File: src/source/mem_pkg.sv
package mem_pkg;

    localparam int op_w = 4;

    // operation codes, loads first, then stores
    localparam logic [op_w-1:0] OP_PASS = 4'd0;  // alu result only
    localparam logic [op_w-1:0] OP_LB   = 4'd1;
    localparam logic [op_w-1:0] OP_LBU  = 4'd2;
    localparam logic [op_w-1:0] OP_LH   = 4'd3;
    localparam logic [op_w-1:0] OP_LHU  = 4'd4;
    localparam logic [op_w-1:0] OP_LW   = 4'd5;
    localparam logic [op_w-1:0] OP_LWL  = 4'd6;  // merge with rt
    localparam logic [op_w-1:0] OP_LWR  = 4'd7;
    localparam logic [op_w-1:0] OP_SB   = 4'd8;
    localparam logic [op_w-1:0] OP_SH   = 4'd9;
    localparam logic [op_w-1:0] OP_SW   = 4'd10;
    localparam logic [op_w-1:0] OP_SWL  = 4'd11;  // partial word stores
    localparam logic [op_w-1:0] OP_SWR  = 4'd12;

    // data ram geometry
    localparam int ram_aw    = 8;  // word index bits
    localparam int ram_depth = 1 << ram_aw;

    // one data word, either as byte lanes or as half-word lanes
    typedef union packed {
        logic [3:0][7:0]  bytes;
        logic [1:0][15:0] halves;
    } data_word_t;

endpackage

File: src/source/store_align.sv
module store_align (
    input  logic [mem_pkg::op_w-1:0] m1_op,
    input  logic [1:0]               m1_addr,
    input  logic [31:0]              m1_rt,
    output logic [3:0]               wr_be,
    output mem_pkg::data_word_t      wr_data
);
    import mem_pkg::*;

    logic [4:0] left_shift;   // bit shift for the swl part
    logic [4:0] right_shift;  // bit shift for the swr part

    assign left_shift  = {~m1_addr, 3'b000};
    assign right_shift = {m1_addr, 3'b000};

    always_comb begin
        wr_be          = 4'b0000;
        wr_data.bytes  = m1_rt;
        case (m1_op)
            OP_SB: begin
                wr_data.bytes = {4{m1_rt[7:0]}};  // same byte in every lane
                wr_be         = 4'b0001 << m1_addr;
            end
            OP_SH: begin
                wr_data.halves = {2{m1_rt[15:0]}};
                wr_be          = m1_addr[1] ? 4'b1100 : 4'b0011;
            end
            OP_SW: begin
                wr_be = 4'b1111;
            end
            OP_SWL: begin
                // high bytes of rt land from the word start up to addr
                wr_data.bytes = m1_rt >> left_shift;
                wr_be         = 4'b1111 >> (2'd3 - m1_addr);
            end
            OP_SWR: begin
                // low bytes of rt land from addr up to the word end
                wr_data.bytes = m1_rt << right_shift;
                wr_be         = 4'b1111 << m1_addr;
            end
            default: begin
                wr_be = 4'b0000;  // not a store
            end
        endcase
    end

endmodule

File: config.mk
export PLATFORM = sky130hd
export DESIGN_NAME = store_align
export DESIGN_NICKNAME = d
export VERILOG_FILES = /design/src/source/mem_pkg.sv /design/src/source/store_align.sv
export SDC_FILE = /design/constraint.sdc
export NUM_CORES = 1
export LEC_CHECK = 0
export BUFFER_PORTS_ARGS = -buffer_cell sky130_fd_sc_hd__buf_2
export CAP_MARGIN = 10
export CORE_MARGIN = 2
export CORE_UTILIZATION = 51
export DETAILED_ROUTE_END_ITERATION = 6
export GPL_ROUTABILITY_DRIVEN = 1
export PLACE_DENSITY_LB_ADDON = 0.05
export REMOVE_ABC_BUFFERS = 1
export SLEW_MARGIN = 20
export SYNTH_ARGS = -nofsm -noshare
export SYNTH_HDL_FRONTEND = slang
export SYNTH_SLANG_ARGS = --single-unit
File: constraint.sdc
create_clock -name vclk -period 3.13
set_input_delay 0.939 -clock vclk [all_inputs]
set_output_delay 0.939 -clock vclk [all_outputs]
set_load 0.01 [all_outputs]
* Yosys cells after proc, flatten, opt, wreduce, memory -nomap -nowiden
Index checks and enable logic that the tools add are counted.
** Word-level totals
- Bits of input ports :: 38
- Word-level logic and storage cells :: 15
- Output and inout port bits :: 36
- Register bits after elaboration :: 0
** Operators by class
- Muxes and demuxes :: 3
- $add $sub $neg :: 1
- Equal/unequal tests :: 5
- Bitwise gates (word level) :: 1
- Shift-type cells :: 5
** Operators with widths (count)
- 32-bit case mux with 4 select lines :: 1
- 32-bit by 5-bit left shift with 32-bit output :: 1
- 32-bit by 5-bit >> shifter with 32-bit output :: 1
- 4-bit == test, second input constant :: 5
- 4-bit case mux with 5 select lines :: 1
- 4-bit two-way mux :: 1
- 1-bit by 2-bit left shift with 4-bit output, first input constant :: 1
- 4-bit by 2-bit left shift with 4-bit output, first input constant :: 1
- 4-bit by 2-bit >> shifter with 4-bit output, first input constant :: 1
- 2-bit NOT :: 1
- 2-bit subtractor, first input constant :: 1

* Depth between registers and ports, before layout
Gate-level depths: netlist of the first run.
- Word-level depth :: 3
- Depth in mapped cells :: 6
- Mapped depth without buffers :: 4

* Worst setup path before layout of the first run
OpenSTA, ideal clock, no wires.
- Path kind :: input to output
- Start point :: input m1_op[1] (netlist bit)
- End point :: output wr_data[9] (netlist bit)
- Arrival time :: 2.103 ns
- Required time :: 2.191 ns
- Slack :: 0.088 ns
- Buffers on the path :: 2
- Cell stages on the path :: 6
- Cell sequence :: buf_2 -> or2_1 -> buf_2 -> o22ai_1 -> a41oi_1 -> o22a_1
** RTL lines
- from (decl) :: line store_align.sv:2 : input logic [mem_pkg::op_w-1:0] m1_op,
- to (decl) :: line store_align.sv:6 : output mem_pkg::data_word_t wr_data

==> results.toml, run 1 <==
[yosys]
ys_warn_count = 0
syn_area_um2 = 1720
yosysTopAreaCell = "mux2i_1"
netlist_top_cells_area = "mux2i_1, nor2b_1, a22o_1"
synth.distinct_cells = 46
yosys.area.top_type_share_pct = 11.1
yosysSeqAreaShare_pct = 0
syn_avg_cell_area_um2 = 6.92
netlist_instances = 248

[route]
ant_nets = 0
routed_wl_um = 10700
drt_first_pass_iters = 6
vias = 3211
post_drt_wl_per_cell_um = 25.3
drt_iter0_drc = 528
drcViolationCount = 0
vias_per_cell = 7.61

[sta]
finalCriticalPeriod_ns = 3.30
fin_ws_ns = -0.165
finalSetupTns_ns = -1.98
whs_ns = 2.24
maxSlewViolCount = 0
post-route-period-util_pct = 105
clock.fmax_ghz = 0.303
hold_viol = 0
worst_pin_slew_ns = 0.636
rsz0062_at_grt = "yes"
slew_headroom_pct = 57.5
setup_viol = 26

[power]
clkPwrFrac_pct = 0
p_int_mw = 0.244
p_sw_mw = 0.280
power_mw = 0.524
seqPwrFrac_pct = 0
p_comb_share_pct = 100.0
irDropWorstVdd_mv = 0.120
switching_share_pct = 53.5
powerDensity_nw_per_um2 = 174
cellLeakagePower_nw = 1.39

[floorplan]
start_util_pct = 52.3
dieWidth_um = 62.0
die-area_um2 = 3850
fp-row-count = 21
num_io_pins = 74
coreArea_um2 = 3280
fp.dieH_um = 62.0

[run]
drv_cap = 0

[placed_design]
post-place-ws_ns = -0.150
place_inst = 409
gp_congestion = 0.939
portBuffers = 74
hpwl_um = 5510

[setup_path]
arrival_ns = 2.36
cp.required_ns = 2.19
start_kind = "input port"
worstSetupPathType = "input port to output port"
crit_fanout = 4
worstSetupEndpointType = "output port"

[global_route]
grt_pass1_vias = 2336
grt_usage_pct = 39.0
antenna_found_initial = 0
grt_overflow_total = 0
grt_max_degree = 14
grt_pass1_wl_um = 11200

[final_layout]
syn_to_final_growth_pct = 75.4
n_clock_buffer = 0
regArea_um2 = 0
diodes = 0
fillCellCount = 134
layout-drive-gt1-share_pct = 56.4
stdcell_count = 422
seq_cell_count = 0
fin_nets = 416

[worst_hold_path]
min_path_type = "input port to output port"

[status]
outcome = "finished with violations"
violations = "negative setup slack"

[clock_tree]
postCtsHoldBufs = 0
==> worst paths after layout <==
check       from  slack [ns]     endpoint  cells after the start
min    m1_rt[28]        2.24  wr_data[28]                      3
max     m1_op[3]       -0.17  wr_data[16]                      8
==> power by group through the flow <==
stage / Clock [mW] / Combinational (mW) / Sequential (mW)
5_1_grt: 0 / 0.540 / 0
2_1_floorplan: 0 / 0.185 / 0
3_3_place_gp: 0 / 0.389 / 0
3_5_place_dp: 0 / 0.394 / 0
6_report: 0 / 0.524 / 0
4_1_cts: 0 / 0.434 / 0
==> area by class of cell <==
cell class,count,area [µm²],area share (%)
multi-input cells,215,1840,61.0
inverters,7,30.0,0.997
repair inverters,1,7.51,0.249
repair buffers,153,1080,35.9
well taps,46,57.6,1.91
==> cells in the final DEF (no fill, tap or decap), drive strengths merged, types with 3 or more instances in the layout <==
| master | netlist | final |
|---|---|---|
| buf | 17 | 153 |
| nor2b | 21 | 21 |
| nand2 | 19 | 19 |
| mux2i | 19 | 19 |
| nor2 | 16 | 16 |
| o22ai | 14 | 14 |
| a22o | 13 | 13 |
| o21ai | 12 | 12 |
| a21oi | 10 | 10 |
| o22a | 10 | 10 |
| mux2 | 9 | 9 |
| a221oi | 8 | 8 |
| nor3 | 8 | 8 |
| o2bb2ai | 7 | 7 |
| a22oi | 7 | 7 |
| inv | 7 | 6 |
| a21boi | 4 | 4 |
| o211a | 3 | 3 |
| mux4 | 3 | 3 |
| o21a | 3 | 3 |
| o211ai | 3 | 3 |
| and2 | 3 | 3 |
==> critical path: stages <==
cell	delay, ns
buf_2	0.14
buf_4	0.13
buf_4	0.12
nand3_2	0.12
nor2_1	0.38
a221oi_2	0.13
a21oi_1	0.23
buf_2	0.16
==> cell usage after synthesis (2+ instances only) <==
cell	instances
nor2b_1	21
mux2i_1	19
nand2_1	19
nor2_1	16
o22ai_1	14
a22o_1	13
buf_2	12
o21ai_0	11
a21oi_1	10
o22a_1	10
clkbuf_1	9
mux2_2	9
nor3_1	8
a221oi_1	7
a22oi_1	7
inv_1	7
o2bb2ai_1	7
a21boi_0	4
and2_1	3
buf_4	3
mux4_2	3
o211a_1	3
o211ai_1	3
o21a_1	3
buf_1	2
nand2b_1	2
nand3_1	2
nand3b_1	2
o2111ai_1	2
==> through the flow <==
step,area [µm²],utilization (%)
after global placement,2550,77.6
after floorplan,1590,-
after global routing,3010,91.7
after CTS,2780,84.7
final,3010,91.7
after detailed placement,2550,77.6
==> layer usage <==
| layer | up-vias | GRT usage (%) | part of all wire (%) |
|---|---|---|---|
| met2 | 404 | 64.7 | 42 |
| met3 | 181 | 4.35 | 15 |
| met5 | - | 0 | 0 |
| li1 | 1230 | - | - |
| met4 | 0 | 14.0 | 11 |
| met1 | 1396 | 51.9 | 32 |
==> what timing repair did <==
| item | 4_1_cts | 5_1_grt |
|---|---|---|
| endpoints found under the hold margin | 0 | 0 |
| pin swaps | 8 | 16 |
| resized for setup | 39 | 44 |
| setup buffers | 5 | 6 |
| gates cloned | 2 | 0 |
| endpoints found under the setup margin | 28 | 33 |
==> cells by family (layout without fill, tap and decap cells) <==
family	count (synthesis)	count (layout)	synth area share, %
AO/OA/AOI/OAI	105	105	45.8
buffers and inverters	33	161	8.75
multiplexers	31	31	20.9
AND/OR/NAND/NOR	79	79	24.5
No activity file was read; power rests on OpenSTA's default activity.
==> inputs of run 2 (changes only) <==
Settings changed: RECOVER_POWER from default to 25.
==> results.toml, run 2 (same netlist as run 1, synthesis figures left out) <==
[status]
outcome = "finished with violations"
violations = "design-rule violations, negative setup slack"

[run]
drv_cap = 0

[placed_design]
hpwl_um = 5510
placed_area_um2 = 2550
gp_congestion = 0.939
portBuffers = 74
place_inst = 409

[final_layout]
fillCellCount = 134
syn_to_final_growth_pct = 75.3
final_cell_mix = "buf_4, buf_2, nor2b_1"
final_common_cell = "buf_4"
final_design_area_no_fill_um2 = 3010
diodes = 0
seq_cell_count = 0
regArea_um2 = 0
layout-drive-gt1-share_pct = 56.1
fin_nets = 416
postLayoutCoreUtil_pct = 91.6
stdcell_count = 422
n_clock_buffer = 0
multi_input_area_um2 = 1830

[setup_path]
cp.required_ns = 2.19
worstSetupEndpointType = "output port"
arrival_ns = 2.34
startpoint = "m1_addr[0]"
crit_fanout = 7
start_kind = "input port"
worstSetupPathType = "input port to output port"
cp-endpoint = "wr_data[15]"

[floorplan]
coreArea_um2 = 3280
num_io_pins = 74
fp-row-count = 21
fp.dieH_um = 62.0
start_util_pct = 52.3
dieWidth_um = 62.0
die-area_um2 = 3850

[route]
drt_iter0_drc = 663
post_drt_wl_per_cell_um = 25.3
vias = 3248
drcViolationCount = 8
drt_first_pass_iters = 7
routed_wl_um = 10700
vias_per_cell = 7.70
ant_nets = 0

[sta]
setup_viol = 26
fin_ws_ns = -0.153
worst_pin_slew_ns = 0.657
finalCriticalPeriod_ns = 3.28
hold_viol = 0
clock.fmax_ghz = 0.305
finalSetupTns_ns = -1.94
maxSlewViolCount = 0
post-route-period-util_pct = 105
rsz0062_at_grt = "yes"
slew_headroom_pct = 56.1

[power]
powerDensity_nw_per_um2 = 174
cellLeakagePower_nw = 1.38
irDropWorstVdd_mv = 0.122

[worst_hold_path]
min_path_type = "input port to output port"

[global_route]
antenna_found_initial = 0
grt_pass1_wl_um = 11200
grt_pass1_vias = 2336
grt_max_degree = 14
grt_usage_pct = 39.0
grt_overflow_total = 0

[clock_tree]
postCtsHoldBufs = 0
[run 2: layer usage]
| metal | track usage [%] | share of wire [%] |
|---|---|---|
| met5 | 0 | 0 |
| met4 | 14.0 | 11 |
| met3 | 4.35 | 15 |
| met2 | 64.7 | 43 |
| met1 | 51.9 | 31 |
[run 2: report_power, final]
group	leakage (nW)	switching, mW	internal, mW
registers	0	0	0
logic	1.38	0.281	0.243
clock network	0	0	0
[run 2: repair_timing]
item	CTS	global route
cloned	2	0
resized for setup	39	44
setup endpoints to repair	28	33
pin swaps	8	16
buffers inserted	5	6
[run 2: layout make-up]
cell class                      instances  share of cell area [%]
Inverter                                7                   0.998
Multi-Input combinational cell        215                    61.0
Timing Repair Buffer                  153                    35.9
Timing Repair inverter                  1                   0.249
Tap cell                               46                    1.91
[run 2: worst min-delay path by stage]
stage	start	endpoint	depth (start not counted)
2_1_floorplan	m1_rt[28]	wr_data[28]	1
3_3_place_gp	m1_rt[22]	wr_data[22]	4
3_5_place_dp	m1_rt[22]	wr_data[22]	4
4_1_cts	m1_rt[17]	wr_data[17]	4
5_1_grt	m1_rt[14]	wr_data[14]	3
6_report	m1_rt[28]	wr_data[28]	3
[run 2: critical path, stage by stage]
cell and delay (ns):
buf_12 0.12, buf_12 0.14, buf_6 0.13, nor2b_1 0.14
buf_4 0.17, a22oi_1 0.18, o22ai_1 0.13, o22a_1 0.23
buf_2 0.15
[run 2: stage by stage]
step,power (mW),hold slack [ns],setup WS (ns)
2_1_floorplan,0.185,2.02,-0.313
6_report,0.524,2.24,-0.153
4_1_cts,0.434,2.20,-0.0197
3_3_place_gp,0.389,2.19,-0.119
3_5_place_dp,0.394,2.20,-0.150
5_1_grt,0.539,2.26,-0.266
==> inputs of run 3 (changes only) <==
Settings changed: MAX_ROUTING_LAYER from default to met4.
==> results.toml, run 3 (same netlist as run 1, synthesis figures left out) <==
[run]
drv_cap = 0

[final_layout]
seq_cell_count = 0
fin_nets = 417
final_design_area_no_fill_um2 = 3170
fillCellCount = 64
regArea_um2 = 0
final_cell_mix = "buf_2, buf_4, nand2_1, nor2b_1, buf_6"
stdcell_count = 423
n_clock_buffer = 0
postLayoutCoreUtil_pct = 96.5
diodes = 0
syn_to_final_growth_pct = 84.6
layout-drive-gt1-share_pct = 59.7
final_common_cell = "buf_2"
multi_input_area_um2 = 1930

[floorplan]
num_io_pins = 74
dieWidth_um = 62.0
fp.dieH_um = 62.0
start_util_pct = 52.3
die-area_um2 = 3850
fp-row-count = 21
coreArea_um2 = 3280

[placed_design]
place_inst = 412
hpwl_um = 5510
portBuffers = 74
gp_congestion = 0.950
placed_area_um2 = 2560

[setup_path]
worstSetupPathType = "input port to output port"
slowest_stage = "or3_4"
cpPeakStageDelay_ns = 0.46
worstSetupEndpointType = "output port"
start_kind = "input port"
arrival_ns = 2.42
crit_fanout = 8
cp_cell_sequence = "buf_12, nand2b_4, or3_4, a221oi_2, o22a_1, buf_2"
cp.required_ns = 2.19

[global_route]
grt_max_degree = 12
grt_usage_pct = 45.2
grt_pass1_wl_um = 12500
grt_pass1_vias = 2573
grt_overflow_total = 0
antenna_found_initial = 0

[power]
power_mw = 0.574
irDropWorstVdd_mv = 0.110
cellLeakagePower_nw = 1.44
powerDensity_nw_per_um2 = 181

[clock_tree]
postCtsHoldBufs = 0

[status]
violations = "design-rule violations, negative setup slack"
outcome = "finished with violations"

[route]
ant_nets = 0
drt_iter0_drc = 885
post_drt_wl_per_cell_um = 29.7
drt_first_pass_iters = 7
routed_wl_um = 12500
drcViolationCount = 160
vias_per_cell = 8.24
vias = 3487

[sta]
rsz0062_at_grt = "yes"
setup_viol = 29
slew_headroom_pct = 60.7
finalCriticalPeriod_ns = 3.35
maxSlewViolCount = 0
finalSetupTns_ns = -3.00
clock.fmax_ghz = 0.298
worst_pin_slew_ns = 0.589
post-route-period-util_pct = 107
fin_ws_ns = -0.224
hold_viol = 0

[worst_hold_path]
min_path_type = "input port to output port"
==> run 3: report_power, final <==
part / switching (mW) / internal, mW
logic: 0.313 / 0.262
clock network: 0 / 0
registers: 0 / 0
==> run 3: worst max-delay path: cells and delay by family <==
kind / cells / cell delay, ns
buffers and inverters: 2 / 0.25
and+or+nand+nor: 2 / 0.60
AOI/OAI and AO/OA: 2 / 0.62
==> run 3: what timing repair did <==
item	in CTS	in global routing
pin swaps	14	28
resized for setup	51	69
gates cloned	2	0
setup endpoints to repair	30	31
buffers inserted	7	2
==> run 3: stage by stage <==
step | worst slack, ns | hold WS, ns
finish | -0.224 | 2.26
global route | -0.224 | 2.27
CTS | -0.0519 | 2.21
detailed placement | -0.130 | 2.20
global placement | -0.105 | 2.19
floorplan | -0.313 | 2.02
==> run 3: metal layers <==
metal | track usage [%] | vias to the layer above | part of all wire, %
met4 | 25.2 | 0 | 13
li1 | - | 1234 | -
met2 | 70.2 | 526 | 40
met5 | - | - | 0
met1 | 54.8 | 1494 | 31
met3 | 7.66 | 233 | 17
==> run 3: cell type report <==
cell class,instances,area share (%)
Timing Repair inverter,1,0.237
Inverter,7,0.947
Multi-Input combinational cell,215,60.9
Tap cell,46,1.82
Timing Repair Buffer,154,36.1
==> run 3: path summary, 6_finish.rpt <==
path	startpoint	to	slack [ns]	cells past startpoint
max	m1_op[2]	wr_data[24]	-0.22	6
min	m1_rt[21]	wr_data[21]	2.26	4
