===== config.mk =====
export PLATFORM = sky130hd
export DESIGN_NAME = mem_ctrl
export DESIGN_NICKNAME = d
export VERILOG_FILES = /design/src/source/mem_pkg.sv /design/src/source/mem_ctrl.sv
export SDC_FILE = /design/constraint.sdc
export NUM_CORES = 1
export LEC_CHECK = 0
export BUFFER_PORTS_ARGS = -buffer_cell sky130_fd_sc_hd__buf_2
export CAP_MARGIN = 20
export CORE_ASPECT_RATIO = 1.25
export CORE_UTILIZATION = 51
export CTS_BUF_LIST = sky130_fd_sc_hd__clkbuf_8
export DETAILED_ROUTE_END_ITERATION = 8
export PLACE_DENSITY = 0.87
export SYNTH_ARGS = -nofsm -noshare
export SYNTH_HDL_FRONTEND = slang
export SYNTH_SLANG_ARGS = --single-unit

===== constraint.sdc =====
create_clock -name clk -period 8.5 [get_ports clk]
set_input_delay 1.7 -clock clk [delete_from_list [all_inputs] [get_ports clk]]
set_output_delay 1.7 -clock clk [all_outputs]
set_load 0.01 [all_outputs]

===== src/source/mem_pkg.sv =====
package mem_pkg;

    localparam int op_w = 4;

    // operation codes, loads first, then stores
    localparam logic [op_w-1:0] OP_PASS = 4'd0;  // alu result only
    localparam logic [op_w-1:0] OP_LB   = 4'd1;
    localparam logic [op_w-1:0] OP_LBU  = 4'd2;
    localparam logic [op_w-1:0] OP_LH   = 4'd3;
    localparam logic [op_w-1:0] OP_LHU  = 4'd4;
    localparam logic [op_w-1:0] OP_LW   = 4'd5;
    localparam logic [op_w-1:0] OP_LWL  = 4'd6;  // merge with rt
    localparam logic [op_w-1:0] OP_LWR  = 4'd7;
    localparam logic [op_w-1:0] OP_SB   = 4'd8;
    localparam logic [op_w-1:0] OP_SH   = 4'd9;
    localparam logic [op_w-1:0] OP_SW   = 4'd10;
    localparam logic [op_w-1:0] OP_SWL  = 4'd11;  // partial word stores
    localparam logic [op_w-1:0] OP_SWR  = 4'd12;

    // data ram geometry
    localparam int ram_aw    = 8;  // word index bits
    localparam int ram_depth = 1 << ram_aw;

    // one data word, either as byte lanes or as half-word lanes
    typedef union packed {
        logic [3:0][7:0]  bytes;
        logic [1:0][15:0] halves;
    } data_word_t;

endpackage


===== src/source/mem_ctrl.sv =====
module mem_ctrl (
    input  logic                     clk,
    input  logic                     reset,
    input  logic                     in_valid,
    output logic                     in_allowin,
    input  logic [mem_pkg::op_w-1:0] in_op,
    input  logic [31:0]              in_addr,
    input  logic [31:0]              in_rt,
    input  logic [4:0]               in_dest,
    input  logic                     in_we,
    output logic                     m1_fire,
    output logic [mem_pkg::op_w-1:0] m1_op,
    output logic [31:0]              m1_addr,
    output logic [31:0]              m1_rt,
    output logic                     m1_ex,
    output logic [mem_pkg::op_w-1:0] ms_op,
    output logic [31:0]              ms_addr,
    output logic [31:0]              ms_rt,
    output logic                     out_valid,
    input  logic                     out_allowin,
    output logic                     out_we,
    output logic [4:0]               out_dest,
    output logic                     out_ex,
    input  logic                     mem_stall
);
    import mem_pkg::*;

    logic       m1_valid;
    logic [4:0] m1_dest;
    logic       m1_we;
    logic       m1_half;
    logic       m1_word;
    logic       ms_valid;
    logic       ms_ready_go;
    logic       ms_allowin;

    // alignment check on the m1 payload
    assign m1_half = (m1_op == OP_LH) || (m1_op == OP_LHU) || (m1_op == OP_SH);
    assign m1_word = (m1_op == OP_LW) || (m1_op == OP_SW);
    assign m1_ex   = (m1_half && m1_addr[0]) ||
                     (m1_word && (m1_addr[1:0] != 2'b00));

    // ms waits while the data side is busy
    assign ms_ready_go = !mem_stall;
    assign ms_allowin  = !ms_valid || (ms_ready_go && out_allowin);
    assign out_valid   = ms_valid && ms_ready_go;

    // m1 is always ready, so it only waits on ms
    assign m1_fire    = m1_valid && ms_allowin;
    assign in_allowin = !m1_valid || ms_allowin;

    always_ff @(posedge clk) begin
        if (reset) begin
            m1_valid <= 1'b0;
        end else if (in_allowin) begin
            m1_valid <= in_valid;
        end
    end

    always_ff @(posedge clk) begin
        if (reset) begin
            ms_valid <= 1'b0;
        end else if (ms_allowin) begin
            ms_valid <= m1_valid;
        end
    end

    // m1 payload, loaded on the input handshake
    always_ff @(posedge clk) begin
        if (in_valid && in_allowin) begin
            m1_op   <= in_op;
            m1_addr <= in_addr;  // address or alu result
            m1_rt   <= in_rt;
            m1_dest <= in_dest;
            m1_we   <= in_we;
        end
    end

    // ms payload, loaded on the m1 to ms transfer
    always_ff @(posedge clk) begin
        if (m1_fire) begin
            ms_op    <= m1_op;
            ms_addr  <= m1_addr;
            ms_rt    <= m1_rt;  // old register value for lwl/lwr
            out_dest <= m1_dest;
            out_we   <= m1_we;
            out_ex   <= m1_ex;
        end
    end

endmodule


Yosys cells after proc, flatten, opt, wreduce, memory -nomap -nowiden
Cells that the tools add are included.
Storage, ports and cells
  register bits: 151
  input bits: 79
  output and inout port bits: 147
  word-level logic and storage cells: 34
Cells by class
  equality and inequality tests: 5
  reduce and logical (&&, ||, !) cells: 16
Operators with widths (count)
  4-bit by 3-bit == test with 1-bit output, second input constant: 2
  4-bit == test, second input constant: 2
  1-bit logical AND: 6
  1-bit logical OR: 6
  4-bit by 2-bit == test with 1-bit output, second input constant: 1
  1-bit logical NOT: 3
  2-bit nonzero test: 1

Longest topological paths before layout
Gate-level depths: netlist of the first run.
  word-level depth: 5
  depth in mapped cells: 3
  depth with buffers taken out: 3

Worst setup path before layout of the first run
Ideal clock, no wire load.
  path kind: input to output
  from: in out_allowin
  to: out m1_fire
  data arrival time: 3.759 ns
  data required time: 6.800 ns
  setup slack: 3.041 ns
  stages on the path: 3
  buffers on the path: 0
  cells stage by stage: inv_1 > o21ai_0 > and2_1
Between the ends
  cells in the longest elaborated chain, start to end: 3
Ends and longest elaborated chain
  from (decl): line mem_ctrl.sv:20  | input logic out_allowin,
  1-bit logical AND: line mem_ctrl.sv:45  | assign ms_allowin = !ms_valid || (ms_ready_go && out_allowin);
  1-bit logical OR: line mem_ctrl.sv:45
  1-bit logical AND: line mem_ctrl.sv:49  | assign m1_fire = m1_valid && ms_allowin;
  to (decl): line mem_ctrl.sv:11  | output logic m1_fire,
No other way between the ends.

Worst setup path after layout of the first run
  from: in mem_stall
  to: out m1_fire
Between the ends
  cells in the longest elaborated chain, start to end: 4
Ends and longest elaborated chain
  from (decl): line mem_ctrl.sv:24  | input logic mem_stall
  1-bit logical NOT: line mem_ctrl.sv:44  | assign ms_ready_go = !mem_stall;
  1-bit logical AND: line mem_ctrl.sv:45
  1-bit logical OR: line mem_ctrl.sv:45
  1-bit logical AND: line mem_ctrl.sv:49
No other way between the ends.

==> results of run 1 <==
-- area by class of cell --
type / count / share of cell area [%]
Clock buffer: 17 / 3.73
Clock inverter: 12 / 2.21
Inverter: 3 / 0.179
Multi-Input combinational cell: 15 / 1.63
Sequential cell: 151 / 71.9
Tap cell: 120 / 2.39
Timing Repair Buffer: 225 / 17.9
-- per-layer routing --
layer  up-vias  share of wire (%)
met3        12                 10
li1       1169                  -
met2       145                 56
met5         -               0.18
met1      1225                 33
met4         2                1.4
-- kinds of logic after synthesis --
family          count (synthesis)
flops                         151
simple gates                    7
compound gates                  7
xor+xnor                        1
buf+inv                         3
-- Yosys cell counts --
cell and count:
sky130_fd_sc_hd__edfxtp_1 149, sky130_fd_sc_hd__dfxtp_1 2, sky130_fd_sc_hd__o21ai_0 1, sky130_fd_sc_hd__and2_1 2
sky130_fd_sc_hd__a311oi_1 1, sky130_fd_sc_hd__a21oi_1 3, sky130_fd_sc_hd__nor2_1 1, sky130_fd_sc_hd__o22ai_1 1
sky130_fd_sc_hd__xor2_1 1, sky130_fd_sc_hd__and4b_1 2, sky130_fd_sc_hd__inv_1 3, sky130_fd_sc_hd__o211ai_1 1
sky130_fd_sc_hd__nand2_1 1, sky130_fd_sc_hd__nor2b_1 1
-- flip-flops by register name (all words and copies together), names as in the netlist --
| name | flops |
|---|---|
| m1_we | 1 |
| ms_op | 4 |
| ms_addr | 32 |
| m1_dest | 5 |
| out_ex | 1 |
| out_we | 1 |
| ms_rt | 32 |
| ms_valid | 1 |
| out_dest | 5 |
| m1_rt | 32 |
| m1_op | 4 |
| m1_valid | 1 |
| m1_addr | 32 |
-- worst paths after layout --
kind,end,startpoint,slack [ns]
worst max register to register,m1_rt[14],ms_valid,6.75
worst min register to register,out_dest[4],m1_dest[4],0.42
worst min-delay path,out_dest[4],m1_dest[4],0.42
worst max-delay path,m1_fire,mem_stall,3.57
-- power groups by stage --
stage | Combinational, mW | Clock (mW) | Sequential (mW)
finish | 0.0943 | 0.520 | 0.883
floorplan | 0.0153 | 0 | 0.919
global placement | 0.0922 | 0 | 0.896
detailed placement | 0.0957 | 0 | 0.900
CTS | 0.0959 | 0.531 | 0.884
global route | 0.102 | 0.552 | 0.887
-- through the flow --
step                hold WS (ns)  total power [mW]
finish                     0.423              1.50
CTS                        0.424              1.51
global placement           0.402             0.989
floorplan                  0.400             0.934
global route               0.433              1.54
detailed placement         0.406             0.995
==> run summary, run 1 <==
In this run the number of cells on the critical path is 4. The cell area that synthesis handed to floorplanning was 4620 um2. The met1 layer usage reported by global route came out at 17.9%. The standard cell core area is 8750 um2. The upper clock frequency limit is between 200 and 250 MHz.

The actual transition at the worst max-transition pin is a little under 1 ns. The number of endpoints with negative hold slack in the final report was 0. The count of endpoints failing setup in the final report is 0. The number of clock buffers inserted by TritonCTS came out at 17. Max-cap violations in this run came to 0. The area growth from synthesis to layout is 35.8%. Detailed routing inserted a total of 2553 vias. The clock net sink count came out at approximately 150. Ranked by total cell area, the synthesized netlist is headed by sky130_fd_sc_hd__edfxtp_1 (97%), sky130_fd_sc_hd__dfxtp_1 (0.87%), sky130_fd_sc_hd__and4b_1 (0.43%). The worst setup path is launched from an input port. The power density over the cells is 239 nW/um2.

Leaving out fill and tap cells, the most frequent cell in the layout is sky130_fd_sc_hd__buf_2. The worst hold path belongs to the class flip-flop to flip-flop. The number of cells on the worst hold path is 0.

The met2 global-route usage came out at 34.5%. In this run the worst path has a maximum fanout of 76. The number of placed cells counting well taps came out at 514.

Cells fill 71.8% of the core in the end. The vertical die dimension is 108 um. The final net count came out at 492. Across every metal layer, demand over resource in global routing totals 19.3%. In the synthesized netlist, the number of instances is approximately 170.

The routability-driven placement congestion ratio came out at 0.768. The top cell type's share of synthesized area is a little over nine tenths. In this run the count of I/O pins placed on the die edge is 226. The largest net degree at the start of global routing came out at 77. The number of pins exceeding their max-slew limit in the final report is 0. The remaining design rule violation count is 0. The post-route worst setup slack came out at approximately 3.6 ns.

The maximum clock skew at final layout is 0.0104 ns. The largest single stage delay on the critical path is 0.85 ns. Clock latency on the worst-skew pair, taken at its later pin, is 0.43 ns. The fraction of the mapped netlist area in compound gates came out at less than 1%.

The starting density of the core is 52.8%. The synthesized area per cell came out at ~27 um2. After detailed placement, the total cell area comes to about 5900 um2. The combined buffer and inverter count along the critical path is 2. The post-synthesis simple-gate area fraction is 1.00%. Leaving out fill and tap cells, the most frequent cells in the layout are sky130_fd_sc_hd__buf_2 (225), sky130_fd_sc_hd__edfxtp_1 (149), sky130_fd_sc_hd__clkbuf_8 (17). The flow ran to the end, and the final reports show no timing, DRC or antenna violations. The total die area is 9450 um2. The post-synthesis adder-cell area fraction came out at 0%. The buffer cell driving the clock tree root is sky130_fd_sc_hd__clkbuf_8. The Yosys warning count is 0.

Before CTS, the worst setup slack after placement is about 3.5 ns. Grouping stages by cell kind, the critical path spends the most delay in simple AND/OR/NAND/NOR gates. The path type of the worst setup path is input port to output port. The unique cell type count in the Yosys netlist is 14.

The first-pass GRT wire length is 12.4 mm. The number of global-route vias before repair is 2493. The multi-input gate area in the final layout came out at a little over 100 um2. The number of buffers inserted by port buffering is 225.

The leakage power of the design is around 2.6 nW. Internal power comes to around 1.2 mW. The total nets after synthesis came out at 248. The worst setup path is captured at an output port. The number of antenna violations at the first check in global routing came out at 1. The worst slew slack as a fraction of its limit is 34.0%.

Per report_power, the clock group accounts for 34.7% of the total. The switching power as a share of total power is 20.9%. The non-filler instance count after layout came out at 543. The total routed wirelength is 9.22 mm. The worst-case IR drop observed on VDD is about 0.16 mV.

The pre-antenna-repair detailed-routing pass consisted of 4 iterations. The register cell area after layout is 4510 um2. The floorplan die width is around 87 um. The cell row count is 38. The remaining antenna violation count after routing came out at 0. The number of levels in the clock H-tree came out at 4.

In the synthesized netlist, mux cells make up 0% of the area. The critical path goes through buf_2, o21ai_0, and2_4, buf_2. Global routing used 10.2% of the available met3 tracks. The number of buffers on the longest clock path is 2.

Of all cell types, the one taking the most synthesized area is sky130_fd_sc_hd__edfxtp_1. The vias per cell came out at 4.70. The portion of the clock cycle consumed by the worst path in the final layout is 58.1%.

The number of synthesized register bits came out at 151. Of the total synthesized cell area, the portion taken by XOR and XNOR cells is 0.189%. The post-cts hold buffer count came out at 0. For the worst flop-to-flop path, the logic depth is 2. The total congestion overflow after global routing is 0. The dominant combinational cell family by area after synthesis is simple AND/OR/NAND/NOR gates. The switching power summed over all nets came out at 0.312 mW. After routing the design area is 6280 um2. At the worst endpoint, the required time is 6.80 ns.

The post-CTS clock slew at the launch and capture registers of the worst setup and hold paths came out at 0.07 ns. The clock period minus final worst setup slack is 4.93 ns. In the final routed layout, each cell accounts on average for 17.0 um. TritonCTS built the clock tree. The worst-path cell with the longest stage delay is sky130_fd_sc_hd__and2_4. The fraction of final layout cells with drive strength greater than 1 came out at about 60%. The share of total power dissipated in combinational logic is 6.3%. Sequential elements use 97.6% of the synthesized area. The number of gates resized after CTS is 0. The total of fill cells in the finished design came out at between 500 and 600. The data arrival time of the worst path came out at 3.23 ns. Setup repair after global routing left no endpoint under its margin. Per report_power, the sequential group accounts for 59.0% of the total. The post-route setup TNS came out at 0 ns. The most frequent cell on the critical path is sky130_fd_sc_hd__buf_2.

The antenna diode count came out at 0. The DRC marker count from the first detailed-route iteration came out at 163. The total half-perimeter wirelength after legalization and detailed placement is 6.47 mm. After global routing, the most crowded layer is met2. The post-CTS repair timing setup buffer count is 0.
Note: power is estimated with default switching activity, not from simulation.
==> inputs of run 2 (changes only) <==
CORE_UTILIZATION = 42   (was 51)
PLACE_DENSITY = 0.77   (was 0.87)
clock period = 4.1 ns   (was 8.5 ns; I/O delays follow)
==> run 2 against run 1 <==
Critical path depth stayed put. Power increased by 120%. Utilization decreased by 12 points. Sequential power increased by 110%. First-iteration DRC count shrank 42%. Clock power increased by 140%. Combinational power rose by 110%. Routed wire length fell by 2.9%. Clock-buffer cell count grew 2. Die area increased by 21%. Global-route usage shrank 3.1 points. Cell count up 3.1%.
==> run summary, run 2 (synthesized netlist as in run 1, its figures left out) <==
The worst hold path terminates at out_we. The count of endpoints failing setup in the final report came out at 0. The total half-perimeter wirelength after legalization and detailed placement came out at 6.34 mm. The total routed wirelength came out at 8.96 mm.

For this block, the via count after detailed routing is 2536. The launch point of the worst reg-to-reg path is ms_valid. The actual transition at the worst max-transition pin came out at 0.937 ns. The later-pin clock latency in the skew report came out at 0.42 ns. For this design the top-level I/O count stands at ~230.

The number of cells on the worst hold path came out at 0. The post-cts hold buffer count is 0. TritonCTS built the clock tree. The largest net degree at the start of global routing is 75.

The cell row count is 42. The total of max-cap violations came out at 0. TritonCTS created 17 clock buffers.

Dividing the detail-routed wire length by the instance count gives 16.0 um. Across all register-to-register paths, the minimum setup slack is 2.23 ns. The upper clock frequency limit came out at 361 MHz. Counting along the longest clock path gives a buffer depth of 2. The data arrival time of the worst path is approximately 2.0 ns. STA classifies the critical path startpoint as an input port. The tightest min-delay check is of the flip-flop to flip-flop type. Global routing consumed, over all layers together, about 16% of the routing resources. Using the TritonRoute via totals, the vias-per-cell ratio works out to 4.53. The analysis attributes to cell leakage a power of 2.63 nW. The vertical die dimension came out at 119 um. The remaining design rule violation count came out at 0. Data on the critical path is required at its endpoint by 3.28 ns.

For this design the ratio of total power to cell area is 512 nW/um2. The first-pass GRT wire length is 13.0 mm. The worst ir drop on vdd is 0.347 mV. The clock period minus final worst setup slack is 2.77 ns. The number of search-and-repair iterations in the first detailed-routing pass came out at 4.

Dividing the final minimum period by the clock period gives 67.6%. The clock net sink count is 151. The relative area change from synthesis to final layout came out at 38.0%.

The biggest fanout along the worst timing path came out at 41. The starting density of the core is 43.3%. The maximum clock skew at final layout came out at 0.00831 ns. The post-CTS repair timing setup buffer count came out at 0.

The number of global-route vias before repair came out at 2615. After floorplanning, the core was sized to cover 10700 um2. The endpoint type of the worst setup path is an output port. The number of endpoints with negative hold slack in the final report is 0. Setup repair after global routing left no endpoint under its margin. Measured in cells, the most critical reg-to-reg path has a length of 3.

The number of gates resized after CTS is 0. In this run the clock root is driven by a sky130_fd_sc_hd__clkbuf_8. The post-CTS clock slew at the launch and capture registers of the worst setup and hold paths came out at 0.07 ns. The post-route setup TNS is 0 ns. The routability-driven placement congestion ratio is 0.729. The DRC marker count from the first detailed-route iteration is 94.

The die covers 11400 um2. The setup path with the least slack is of type input port to output port. The floorplan die width came out at 95.8 um.

The endpoint identified for the worst register-to-register timing path is ms_op[2]. The remaining antenna violation count after routing is 0. After the flow finishes, the layout carries non-filler instances totaling 560. The run finished with clean final reports. The number of pins exceeding their max-slew limit in the final report is 0. The total congestion overflow after global routing is 0. The startpoint of the tightest hold check path is m1_we. The number of levels in the clock H-tree came out at 4. The commonest non-fill, non-tap cell in the layout is sky130_fd_sc_hd__buf_2. In the layout the commonest cells are sky130_fd_sc_hd__buf_2 (225), sky130_fd_sc_hd__edfxtp_1 (149), sky130_fd_sc_hd__clkbuf_8 (19). At the end of the flow, the number of nets in the layout was 493.

The number of buffers inserted by port buffering is 225. The number of antenna violations at the first check in global routing is 1. The worst slew slack as a fraction of its limit came out at between 30% and 40%. The number of placed cells counting well taps came out at about 530. The fraction of final layout cells with drive strength greater than 1 is approximately 60%.
==> run 2: cell count changes in the layout (fill, tap and decap cells not counted) <==
| cell | before | now |
|---|---|---|
| sky130_fd_sc_hd__clkinvlp_4 | 3 | 0 |
| sky130_fd_sc_hd__clkbuf_8 | 17 | 19 |
| sky130_fd_sc_hd__diode_2 | 0 | 1 |
| sky130_fd_sc_hd__clkinv_4 | 0 | 1 |
| sky130_fd_sc_hd__inv_1 | 4 | 7 |
| sky130_fd_sc_hd__clkinv_1 | 2 | 0 |
| sky130_fd_sc_hd__bufinv_16 | 3 | 5 |
| sky130_fd_sc_hd__buf_4 | 0 | 1 |
==> run 2: worst max-delay path, cell delays in order <==
cell,delay [ns]
sky130_fd_sc_hd__buf_2,0.11
sky130_fd_sc_hd__o21ai_0,0.23
sky130_fd_sc_hd__and2_4,0.55
sky130_fd_sc_hd__buf_2,0.23
==> run 2: per-layer routing <==
layer	vias to the layer above	wire, um	share of wire [%]	track usage (%)
met5	-	0	0	0
met4	0	227	2.5	8.21
met3	16	1010	11	8.24
met2	159	4700	53	27.2
met1	1188	3020	34	15.9
li1	1173	-	-	-
==> run 2: worst max path at each step <==
stage | slack, ns | from | endpoint
6_report | 1.33 | mem_stall | m1_fire
2_1_floorplan | 0.40 | out_allowin | m1_fire
3_5_place_dp | 1.28 | mem_stall | m1_fire
4_1_cts | 1.28 | mem_stall | m1_fire
3_3_place_gp | 1.35 | mem_stall | m1_fire
5_1_grt | 1.17 | mem_stall | m1_fire
==> run 2: power by group <==
| group | leakage (nW) | switching (mW) | internal [mW] |
|---|---|---|---|
| Combinational | 0.945 | 0.116 | 0.0793 |
| Sequential | 1.44 | 0.0313 | 1.80 |
| Clock | 0.244 | 0.497 | 0.747 |
| Total | 2.63 | 0.645 | 2.62 |
==> run 2: layout make-up <==
type                       count  area (um2)
clock inverter                13         189
antenna                        1        2.50
multi-input combinational     15         103
timing repair buffer         226        1130
fill                         827        4290
clock buffer                  19         262
tap                          132         165
sequential                   151        4510
inverter                       3        11.3
==> run 2: metrics by stage <==
stage | total power [mW] | util (%) | hold WS (ns) | setup WS, ns | instance area [um2]
floorplan | 1.94 | - | 0.400 | 0.401 | 4620
global placement | 2.05 | 55.6 | 0.400 | 1.35 | 5930
detailed placement | 2.06 | 55.6 | 0.406 | 1.28 | 5930
CTS | 3.31 | 59.8 | 0.423 | 1.28 | 6380
global route | 3.39 | 59.8 | 0.427 | 1.17 | 6380
finish | 3.27 | 59.8 | 0.425 | 1.33 | 6380
