## config.mk

```make
export PLATFORM = sky130hd
export DESIGN_NAME = load_align
export DESIGN_NICKNAME = d
export VERILOG_FILES = /design/src/source/mem_pkg.sv /design/src/source/load_align.sv
export SDC_FILE = /design/constraint.sdc
export NUM_CORES = 1
export LEC_CHECK = 0
export CORE_ASPECT_RATIO = 1.4
export CORE_MARGIN = 3
export CORE_UTILIZATION = 60
export DETAILED_ROUTE_END_ITERATION = 16
export DONT_BUFFER_PORTS = 1
export GPL_ROUTABILITY_DRIVEN = 0
export PLACE_DENSITY_LB_ADDON = 0.12
export REMOVE_ABC_BUFFERS = 1
export SETUP_SLACK_MARGIN = 0.2
export SLEW_MARGIN = 20
export SYNTH_ARGS = -nofsm -noshare
export SYNTH_HDL_FRONTEND = slang
export SYNTH_SLANG_ARGS = --single-unit
```

## constraint.sdc

```tcl
create_clock -name vclk -period 2.31
set_input_delay 0.462 -clock vclk [all_inputs]
set_output_delay 0.462 -clock vclk [all_outputs]
set_load 0.02 [all_outputs]
```

## src/source/mem_pkg.sv

```systemverilog
package mem_pkg;

    localparam int op_w = 4;

    // operation codes, loads first, then stores
    localparam logic [op_w-1:0] OP_PASS = 4'd0;  // alu result only
    localparam logic [op_w-1:0] OP_LB   = 4'd1;
    localparam logic [op_w-1:0] OP_LBU  = 4'd2;
    localparam logic [op_w-1:0] OP_LH   = 4'd3;
    localparam logic [op_w-1:0] OP_LHU  = 4'd4;
    localparam logic [op_w-1:0] OP_LW   = 4'd5;
    localparam logic [op_w-1:0] OP_LWL  = 4'd6;  // merge with rt
    localparam logic [op_w-1:0] OP_LWR  = 4'd7;
    localparam logic [op_w-1:0] OP_SB   = 4'd8;
    localparam logic [op_w-1:0] OP_SH   = 4'd9;
    localparam logic [op_w-1:0] OP_SW   = 4'd10;
    localparam logic [op_w-1:0] OP_SWL  = 4'd11;  // partial word stores
    localparam logic [op_w-1:0] OP_SWR  = 4'd12;

    // data ram geometry
    localparam int ram_aw    = 8;  // word index bits
    localparam int ram_depth = 1 << ram_aw;

    // one data word, either as byte lanes or as half-word lanes
    typedef union packed {
        logic [3:0][7:0]  bytes;
        logic [1:0][15:0] halves;
    } data_word_t;

endpackage

```

## src/source/load_align.sv

```systemverilog
module load_align (
    input  logic [mem_pkg::op_w-1:0] ms_op,
    input  logic [31:0]              ms_addr,
    input  logic [31:0]              ms_rt,
    input  mem_pkg::data_word_t      rd_word,
    output logic [31:0]              ms_result
);
    import mem_pkg::*;

    logic [1:0]  offset;
    logic [7:0]  byte_lane;
    logic [15:0] half_lane;
    logic [31:0] merge_left;
    logic [31:0] merge_right;

    assign offset    = ms_addr[1:0];
    assign byte_lane = rd_word.bytes[offset];
    assign half_lane = rd_word.halves[offset[1]];  // offset[0] is flagged upstream

    // lwl keeps the low bytes of rt
    always_comb begin
        case (offset)
            2'd0:    merge_left = {rd_word.bytes[0], ms_rt[23:0]};
            2'd1:    merge_left = {rd_word.halves[0], ms_rt[15:0]};
            2'd2:    merge_left = {rd_word.bytes[2:0], ms_rt[7:0]};
            default: merge_left = rd_word;
        endcase
    end

    // lwr keeps the high bytes of rt
    always_comb begin
        case (offset)
            2'd0:    merge_right = rd_word;
            2'd1:    merge_right = {ms_rt[31:24], rd_word.bytes[3:1]};
            2'd2:    merge_right = {ms_rt[31:16], rd_word.halves[1]};
            default: merge_right = {ms_rt[31:8], rd_word.bytes[3]};
        endcase
    end

    always_comb begin
        case (ms_op)
            OP_LB:   ms_result = {{24{byte_lane[7]}}, byte_lane};
            OP_LBU:  ms_result = {24'd0, byte_lane};
            OP_LH:   ms_result = {{16{half_lane[15]}}, half_lane};
            OP_LHU:  ms_result = {16'd0, half_lane};
            OP_LW:   ms_result = rd_word;
            OP_LWL:  ms_result = merge_left;
            OP_LWR:  ms_result = merge_right;
            default: ms_result = ms_addr;  // pass-through and stores give the alu value
        endcase
    end

endmodule

```

Yosys cells after proc, flatten, opt, wreduce, memory -nomap -nowiden
Index checks and enable logic that the tools add are counted.

storage, ports and cells
  register bits after elaboration = 0
  bits of input ports = 100
  output and inout bits = 32

operators by class
  magnitude comparators = 2
  equal/unequal tests = 9
  muxes and demuxes = 7
  reduce and logical (&&, ||, !) cells = 1

operators with widths
  operator            count
  $pmux 32 s7         1
  $pmux 32 s3         2
  $mux 16             2
  $bmux 8 s2          1
  $eq 4x3->1 const B  4
  $eq 4x2->1 const B  2
  $mux 8              1
  $eq 4x1->1 const B  1
  $lt 2x3->1 const B  1
  $eq 2x1->1 const B  1
  $eq 2x2->1 const B  1
  $logic_not 2->1     1
  $lt 1x2->1 const B  1

Depth between registers and ports, before layout
Gate-level depths: netlist of run 1.

  word-level depth = 3
  mapped depth = 7
  mapped depth without buffers = 5

Worst setup path before layout of run 1
OpenSTA, ideal clock, no wires.

  kind = input port to output port
  start = in ms_op[2] (netlist name)
  end = out ms_result[0]
  arrival = 1926 ps
  slack = -78 ps
  stages on the path = 7
  cell sequence = buf_4 or3b_1 a21oi_2 and2_4 buf_12 a221oi_2 a31oi_1

on the way
  longest elaborated chain between the ends = 2
  elaborated cells between the ends (all ways) = 8
  classes of those cells = eq/ne: 7; mux: 1

ends and longest elaborated chain
  what                                RTL line          source
  from (decl)                         load_align.sv:2   input logic [mem_pkg::op_w-1:0] ms_op,
  $eq 4x3->1 (tied with other cells)  load_align.sv:41  case (ms_op)
  $pmux 32 s7 *                       load_align.sv:41
  to (decl)                           load_align.sv:6   output logic [31:0] ms_result

Mark *: on every way between the ends. The rest lies on a longest branch, timed or not.

Worst setup path after layout of run 1
  start = in ms_addr[0]
  end = out ms_result[13]

on the way
  longest elaborated chain between the ends = 3
  elaborated cells between the ends (all ways) = 8
  classes of those cells = eq/ne: 2; mux: 5; reduce/logical: 1

ends and longest elaborated chain
  what                                 RTL line                            source
  from (decl)                          load_align.sv:3                     input logic [31:0] ms_addr,
  $eq 2x2->1 (tied with other cells)   load_align.sv:22, load_align.sv:32
  $pmux 32 s3 (tied with other cells)  load_align.sv:32                    case (offset)
  $pmux 32 s7 *                        load_align.sv:41

Mark *: on every way between the ends. The rest lies on a longest branch, timed or not. The select of a mux whose other input is x is not followed.

==> impl_results.md, run 1 <==
* Status: complete, but fails checks
* Failing checks: setup timing
* Delay-heaviest family, CP: multiplexers
* WHS at 1.15 ns
* Setup ws final at -0.0680 ns
* Critical-path top delay cell: mux4_2
* HP Class: in -> out
* Worst Max-Slew Pin Slew at 0.467 ns
* Most common cell on crit path: a21oi_2
* Layout cell share with drive strength beyond 1 at 0.413
* Post-synthesis instance total at 289
* CP required at 1.85 ns
* Sequential fraction of the synthesis area at 0
* # nets final at 419
* Most frequent cells in the layout: 52 x nor2_1, 41 x buf_4, 26 x a21oi_1
* Area growth syn-to-layout at 34.4%
* Fill count at 186
* Total area of sequential cells at 0 um2
* Critical Path End Type: output pin
* Final min period at 2.38 ns
* Via/cell ratio at 7.92
* Hold depth at 2
* First-pass GRT wire length at 12300 um
* Finish-stage setup viols at 11
* Routed via count at 2818
* Max Slew Vio Count at 0
* Antenna cells at 0
* Stages on the worst setup path at 6
* Max_cap viols at 0
* DR pass1 iterations at 5
* Placed cells at 351
* DRT iter0 DRCs at 224
* CP Cell Sequence: mux4_2 > o21ai_2 > or2b_4 > a21oi_2 > a21oi_2 > buf_4
* Hold path startpoint: ms_rt[1]
* Worst Path Arrival at 1.92 ns
* Final Cycle Share at 1.03
* DR WL/cell at 24.6 um
* Clkbuf count at 0
* Sequential cell count at 0
* Final Non-Filler Cells at 356
* Distinct cell type count after synthesis at 41
* Number of I/O pins at 132
* Hpwl dp at 5870 um
* Slew HR at 0.689
* Die Span X at 55.3 um
* Die area at 0.00415 mm2
* Crit path from: ms_addr[0]
* Hold_buf cts at 0
* Mapped Area at 0.00204 mm2
* Unrepaired setup endpoints after global routing: true
* Port Buf Inserts at 0
* Worst path bufs/invs at 1
* Initial antenna violation count at 0
* Syn avg cell area at 7.07 um2
* CP Launch Type: input port
* Total grt overflow at 0
* Routed WL at 8760 um
* Slowest stage delay, CP at 0.52 ns
* Final ANT Viol Nets at 0
* Hold Violations, Final at 0
* Die Ht at 75.1 um
* Vias in the first global route at 2498
* Cell area power density at 237 mW/mm2
* GRT Overall Usage at 0.369
* Synth warnings at 0
* Worst-path maximum fanout at 40
* Initial Util at 0.642
* Commonest non-fill, non-tap cell in the layout: nor2_1
* VDD IR-drop max at 0.153 mV
* Largest net degree at the start of global routing at 51
* Crit path kind: in -> out
* Leakage at 0.00102 uW
* Core Area at 0.00318 mm2
* Row count at 24
* Maximum operating frequency at 421 MHz
* DRC viols at 0
[metrics by stage]
stage          cell area, um2   util  worst slack (ns)  TNS [ns]  power, uW
2_1_floorplan            1880      -           -0.0643     -1.54        348
3_3_place_gp             2320  0.728           -0.0669    -0.439        496
3_5_place_dp             2320  0.728            -0.119    -0.726        503
4_1_cts                  2520  0.793            0.0323         0        571
5_1_grt                  2750  0.863            -0.103    -0.995        684
6_report                 2750  0.863           -0.0680    -0.271        651
[cells in the mapped netlist]
cell type	instances	area, um2
buf_6	1	11.3
a31oi_1	15	93.8
a221oi_1	9	78.8
or3_1	1	6.26
buf_12	1	20.0
a22oi_1	11	82.6
nor3b_1	1	7.51
a22o_1	8	70.1
nor3_1	1	5.00
a222oi_1	4	40.0
inv_1	5	18.8
o21a_1	2	15.0
nand3b_1	1	7.51
nand2b_1	2	12.5
mux4_2	17	383
a221oi_2	3	45.0
and2_1	2	12.5
a211o_1	1	8.76
a211oi_1	2	15.0
and3b_1	1	8.76
o211ai_1	2	15.0
nor2_1	54	203
nand3_1	1	5.00
o21ai_0	7	35.0
and3_1	4	25.0
nand2_1	24	90.1
and4b_1	1	10.0
a21oi_1	39	195
mux2i_1	16	160
or2b_1	1	7.51
or2_2	1	6.26
buf_2	10	50.1
and2_4	1	8.76
clkbuf_1	10	37.5
buf_4	6	45.0
mux2_2	11	124
clkbuf_2	1	5.00
a21oi_2	1	8.76
o22ai_1	7	43.8
nor2b_1	3	18.8
or3b_1	1	8.76
[cell families (layout without fill, tap and decap cells)]
group,after synthesis,in the layout,synth area share
buffers and inverters,34,62,0.0918
AND/OR/NAND/NOR,100,100,0.217
multiplexers,44,44,0.326
AO/OA/AOI/OAI,111,111,0.365
[per-layer routing]
layer	global-route usage	wire (um)	vias up
li1	-	-	1188
met1	0.441	2720	1279
met2	0.649	4380	291
met3	0.0875	1180	60
met4	0.141	485	0
met5	0	0	-
[where the power goes]
part / internal [uW] / switching [uW]
logic: 317 / 334
registers: 0 / 0
clock network: 0 / 0
[path summary, 6_finish.rpt]
check	endpoint	slack, ns
worst max-delay path	ms_result[13]	-0.07
worst min-delay path	ms_result[1]	1.15
[final cells by class]
class                      count  area, um2  share of cell area
timing repair buffer          57        513               0.187
tap                           39       48.8              0.0178
inverter                       5       18.8             0.00683
multi-input combinational    255       2170               0.789
[what timing repair did]
action,CTS,global route
hold endpoints to repair,0,0
setup endpoints to repair,32,32
setup buffers,1,3
pin swaps,8,8
gates resized for setup,38,33
gates cloned,1,0
No activity file was read; power rests on OpenSTA's default activity.
==> run 2: changes to the inputs <==
Settings changed: CORE_MARGIN 3 to 2.
==> impl_results.md, run 2 (synthesized netlist as in run 1, its figures left out) <==
* # nets final at 413 (was 419)
* Routed WL at 8230 um (was 8760 um)
* Psw at 315 uW (was 334 uW)
* Final Non-Filler Cells at 351 (was 356)
* Max Slew Vio Count at 0 (unchanged)
* Final Cycle Share at 1.03 (about the same)
* Total grt overflow at 0 (unchanged)
* Maximum operating frequency at 422 MHz (was 421 MHz)
* Antenna cells at 0 (unchanged)
* DRT iter0 DRCs at 226 (was 224)
* Row count at 25 (was 24)
* Hold Violations, Final at 0 (unchanged)
* Fill count at 240 (was 186)
* Hpwl dp at 5540 um (was 5870 um)
* DP Area at 0.00227 mm2 (was 0.00232 mm2)
* Placed cells at 346 (was 351)
* Most frequent cells in the layout: 52 x nor2_1, 36 x buf_4, 28 x a21oi_1 (was 52 x nor2_1, 41 x buf_4, 26 x a21oi_1)
* Leakage at 0.000969 uW (was 0.00102 uW)
* Via/cell ratio at 7.74 (was 7.92)
* Critical-path top delay cell: mux4_2 (unchanged)
* Pint at 300 uW (was 317 uW)
* Final min period at 2.37 ns (was 2.38 ns)
* Clock network power share at 0 (about the same)
* Slew HR at 0.669 (was 0.689)
* Worst Path Arrival at 1.91 ns (was 1.92 ns)
* Setup TNS Final at -0.153 ns (was -0.271 ns)
* Critical Path End Type: output pin (unchanged)
* Unrepaired setup endpoints after global routing: true (unchanged)
* Vias in the first global route at 2354 (was 2498)
* Clkbuf count at 0 (unchanged)
* Max_cap viols at 0 (unchanged)
* GRT Overall Usage at 0.380 (was 0.369)
* Worst path bufs/invs at 1 (unchanged)
* CP required at 1.85 ns (about the same)
* Comb power frac at 1.000 (about the same)
* Die Span X at 53.3 um (was 55.3 um)
* DR pass1 iterations at 7 (was 5)
* Routed via count at 2717 (was 2818)
* Initial Util at 0.617 (was 0.642)
* Initial antenna violation count at 0 (unchanged)
* Sequential cell count at 0 (unchanged)
* Finish-stage setup viols at 5 (was 11)
* Port Buf Inserts at 0 (unchanged)
* Slowest stage delay, CP at 0.51 ns (was 0.52 ns)
* Layout cell share with drive strength beyond 1 at 0.370 (was 0.413)
* Number of I/O pins at 132 (unchanged)
* DRC viols at 0 (unchanged)
* Area growth syn-to-layout at 28.2% (was 34.4%)
* Share of total power in sequential cells at 0 (about the same)
* Die Ht at 73.1 um (was 75.1 um)
* VDD IR-drop max at 0.201 mV (was 0.153 mV)
* Sw frac at 0.512 (was 0.513)
* Crit path kind: in -> out (unchanged)
* Die area at 0.00390 mm2 (was 0.00415 mm2)
* Setup ws final at -0.0591 ns (was -0.0680 ns)
* Post-layout instance area at 0.00262 mm2 (was 0.00275 mm2)
* Core Area at 0.00332 mm2 (was 0.00318 mm2)
* First-pass GRT wire length at 11200 um (was 12300 um)
* Cell area power density at 235 mW/mm2 (was 237 mW/mm2)
* Status: complete, but fails checks (unchanged)
* WHS at 1.13 ns (was 1.15 ns)
* HP Class: in -> out (unchanged)
* Worst-path maximum fanout at 40 (unchanged)
* CP Launch Type: input port (unchanged)
* Setup WS pre-CTS at -0.114 ns (was -0.119 ns)
* Failing checks: setup timing (unchanged)
* Total area of sequential cells at 0 um2 (unchanged)
* Worst Max-Slew Pin Slew at 0.496 ns (was 0.467 ns)
* DR WL/cell at 23.4 um (was 24.6 um)
* Final ANT Viol Nets at 0 (unchanged)
* CP Cell Sequence: mux4_2 > o21ai_2 > or2b_4 > a21oi_2 > a21oi_1 > buf_4 (was mux4_2 > o21ai_2 > or2b_4 > a21oi_2 > a21oi_2 > buf_4)
* Delay-heaviest family, CP: multiplexers (unchanged)
* Commonest non-fill, non-tap cell in the layout: nor2_1 (unchanged)
* Largest net degree at the start of global routing at 52 (was 51)
==> run 2: cell types whose count changed in the layout (fill, tap and decap cells not counted), sizes merged <==
cell / previous run / this run
buf: 57 / 50
and2: 3 / 4
==> run 2: stage by stage <==
step	utilization	power, uW
after global routing	0.790	647
final	0.790	615
after floorplan	-	348
after global placement	0.686	488
after CTS	0.717	523
after detailed placement	0.686	493
==> run 2: final cells by class <==
type | count | area (um2) | area share
multi-input combinational | 256 | 2110 | 0.804
timing repair buffer | 50 | 445 | 0.170
tap | 40 | 50.0 | 0.0191
inverter | 5 | 18.8 | 0.00716
==> run 2: metal layers <==
| metal | up-vias | wire (um) | GRT usage | part of all wire |
|---|---|---|---|---|
| met3 | 49 | 1120 | 0.0635 | 0.14 |
| li1 | 1168 | - | - | - |
| met1 | 1258 | 2680 | 0.490 | 0.33 |
| met2 | 242 | 4120 | 0.635 | 0.50 |
| met4 | 0 | 312 | 0.120 | 0.038 |
| met5 | - | 0 | 0 | 0 |
==> run 2: power groups by stage <==
stage	logic, uW	registers (uW)	clock network, uW
finish	615	0	0
global route	647	0	0
CTS	523	0	0
detailed placement	493	0	0
global placement	488	0	0
floorplan	348	0	0
==> run 2: repair_timing <==
action	CTS	global route
setup buffers	0	3
gates resized for setup	21	38
hold buffers	0	0
setup endpoints to repair	32	30
cloned	2	0
pin swaps	11	21
==> run 2: worst paths after layout <==
| check | start | to | slack, ns | depth (start not counted) |
|---|---|---|---|---|
| setup / recovery | ms_addr[0] | ms_result[8] | -0.06 | 6 |
| hold / removal | ms_rt[3] | ms_result[3] | 1.13 | 2 |
==> run 3: changes to the inputs <==
Settings changed: RECOVER_POWER set to 100, TNS_END_PERCENT set to 1.
==> impl_results.md, run 3 (synthesized netlist as in run 1, its figures left out) <==
* Status: complete, but fails checks (unchanged)
* Failing checks: setup timing (unchanged)
* Initial antenna violation count at 0 (unchanged)
* Sequential cell count at 0 (unchanged)
* Die area at 0.00390 mm2 (unchanged)
* Hpwl dp at 5540 um (unchanged)
* Vias in the first global route at 2272 (was 2354)
* Final Cycle Share at 1.02 (was 1.03)
* Area growth syn-to-layout at 14.9% (was 28.2%)
* Hold Violations, Final at 0 (unchanged)
* DR WL/cell at 22.4 um (was 23.4 um)
* Hold_buf cts at 0 (unchanged)
* Layout cell share with drive strength beyond 1 at 0.312 (was 0.370)
* CP required at 1.85 ns (about the same)
* DR pass1 iterations at 7 (unchanged)
* Core Area at 0.00332 mm2 (unchanged)
* Post-layout instance area at 0.00235 mm2 (was 0.00262 mm2)
* Finish-stage setup viols at 6 (was 5)
* Hold depth at 2 (unchanged)
* Port Buf Inserts at 0 (unchanged)
* Largest net degree at the start of global routing at 51 (was 52)
* First-pass GRT wire length at 10900 um (was 11200 um)
* HP Class: in -> out (unchanged)
* Via/cell ratio at 7.57 (was 7.74)
* Worst Max-Slew Pin Slew at 0.479 ns (was 0.496 ns)
* Worst Path Arrival at 1.89 ns (was 1.91 ns)
* CP Launch Type: input port (unchanged)
* Slew HR at 0.685 (was 0.669)
* Fill count at 305 (was 240)
* Setup ws final at -0.0419 ns (was -0.0591 ns)
* Die Span X at 53.3 um (unchanged)
* Max_cap viols at 0 (unchanged)
* Routed WL at 7790 um (was 8230 um)
* Max Slew Vio Count at 0 (unchanged)
* Commonest non-fill, non-tap cell in the layout: nor2_1 (unchanged)
* Initial Util at 0.617 (unchanged)
* GRT Overall Usage at 0.366 (was 0.380)
* Met3 GRT Util at 0.0328 (was 0.0635)
* Number of I/O pins at 132 (unchanged)
* Unrepaired setup endpoints after global routing: true (unchanged)
* Antenna cells at 0 (unchanged)
* GRT Max-Usage Layer: met2 (unchanged)
* Routed via count at 2633 (was 2717)
* Worst-path maximum fanout at 40 (unchanged)
* DRT iter0 DRCs at 176 (was 226)
* Final min period at 2.35 ns (was 2.37 ns)
* Power Total at 523 uW (was 615 uW)
* Crit path kind: in -> out (unchanged)
* Row count at 25 (unchanged)
* Routing usage on met2 at 0.647 (was 0.635)
* VDD IR-drop max at 0.178 mV (was 0.201 mV)
* Maximum operating frequency at 425 MHz (was 422 MHz)
* DRC viols at 0 (unchanged)
* Met1 GRT Util at 0.467 (was 0.490)
* WHS at 1.13 ns (about the same)
* Total grt overflow at 0 (unchanged)
* Cell area power density at 222 mW/mm2 (was 235 mW/mm2)
* Leakage at 0.000896 uW (was 0.000969 uW)
* Clkbuf count at 0 (unchanged)
* Critical Path End Type: output pin (unchanged)
* Final ANT Viol Nets at 0 (unchanged)
* Total area of sequential cells at 0 um2 (unchanged)
* Die Ht at 73.1 um (unchanged)
* DP Area at 0.00227 mm2 (unchanged)
* Most frequent cells in the layout: 53 x nor2_1, 43 x buf_4, 30 x a21oi_1 (was 52 x nor2_1, 36 x buf_4, 28 x a21oi_1)
* # nets final at 410 (was 413)
==> run 3: per-layer routing <==
layer,routed length [um],part of all wire
met5,0,0
met4,154,0.020
met3,961,0.12
met2,3960,0.51
met1,2710,0.35
==> run 3: worst max-delay path, stage by stage <==
cell     delay, ns
mux4_2        0.51
o21ai_2       0.17
or2b_4        0.36
a21oi_2       0.14
a21oi_1       0.08
buf_4         0.16
==> run 3: worst paths after layout <==
| path | from | to | slack (ns) |
|---|---|---|---|
| worst max-delay path | ms_addr[0] | ms_result[13] | -0.04 |
| worst min-delay path | ms_rt[3] | ms_result[3] | 1.13 |
==> run 3: repair_timing <==
action                                  4_1_cts  5_1_grt
endpoints found under the setup margin       32       32
setup buffers                                 0        2
gates resized for setup                       4       15
pin swaps                                     0       20
==> run 3: through the flow <==
step           instances  worst slack, ns  setup TNS, ns   util
2_1_floorplan        260          -0.0643          -1.54      -
3_3_place_gp         346          -0.0745         -0.289  0.686
3_5_place_dp         346           -0.114         -0.507  0.686
4_1_cts              346           0.0555              0  0.689
5_1_grt              348          -0.0593         -0.476  0.709
6_report             348          -0.0419         -0.115  0.709
==> run 3: area by class of cell <==
cell class	instances	area, um2	area share
inverters	5	18.8	0.00799
multi-input cells	255	1920	0.818
well taps	40	50.0	0.0213
repair buffers	48	359	0.153
==> run 3: power by group <==
part	internal (uW)	switching (uW)	leakage, uW
clock network	0	0	0
registers	0	0	0
logic	250	273	0.000896
total	250	273	0.000896
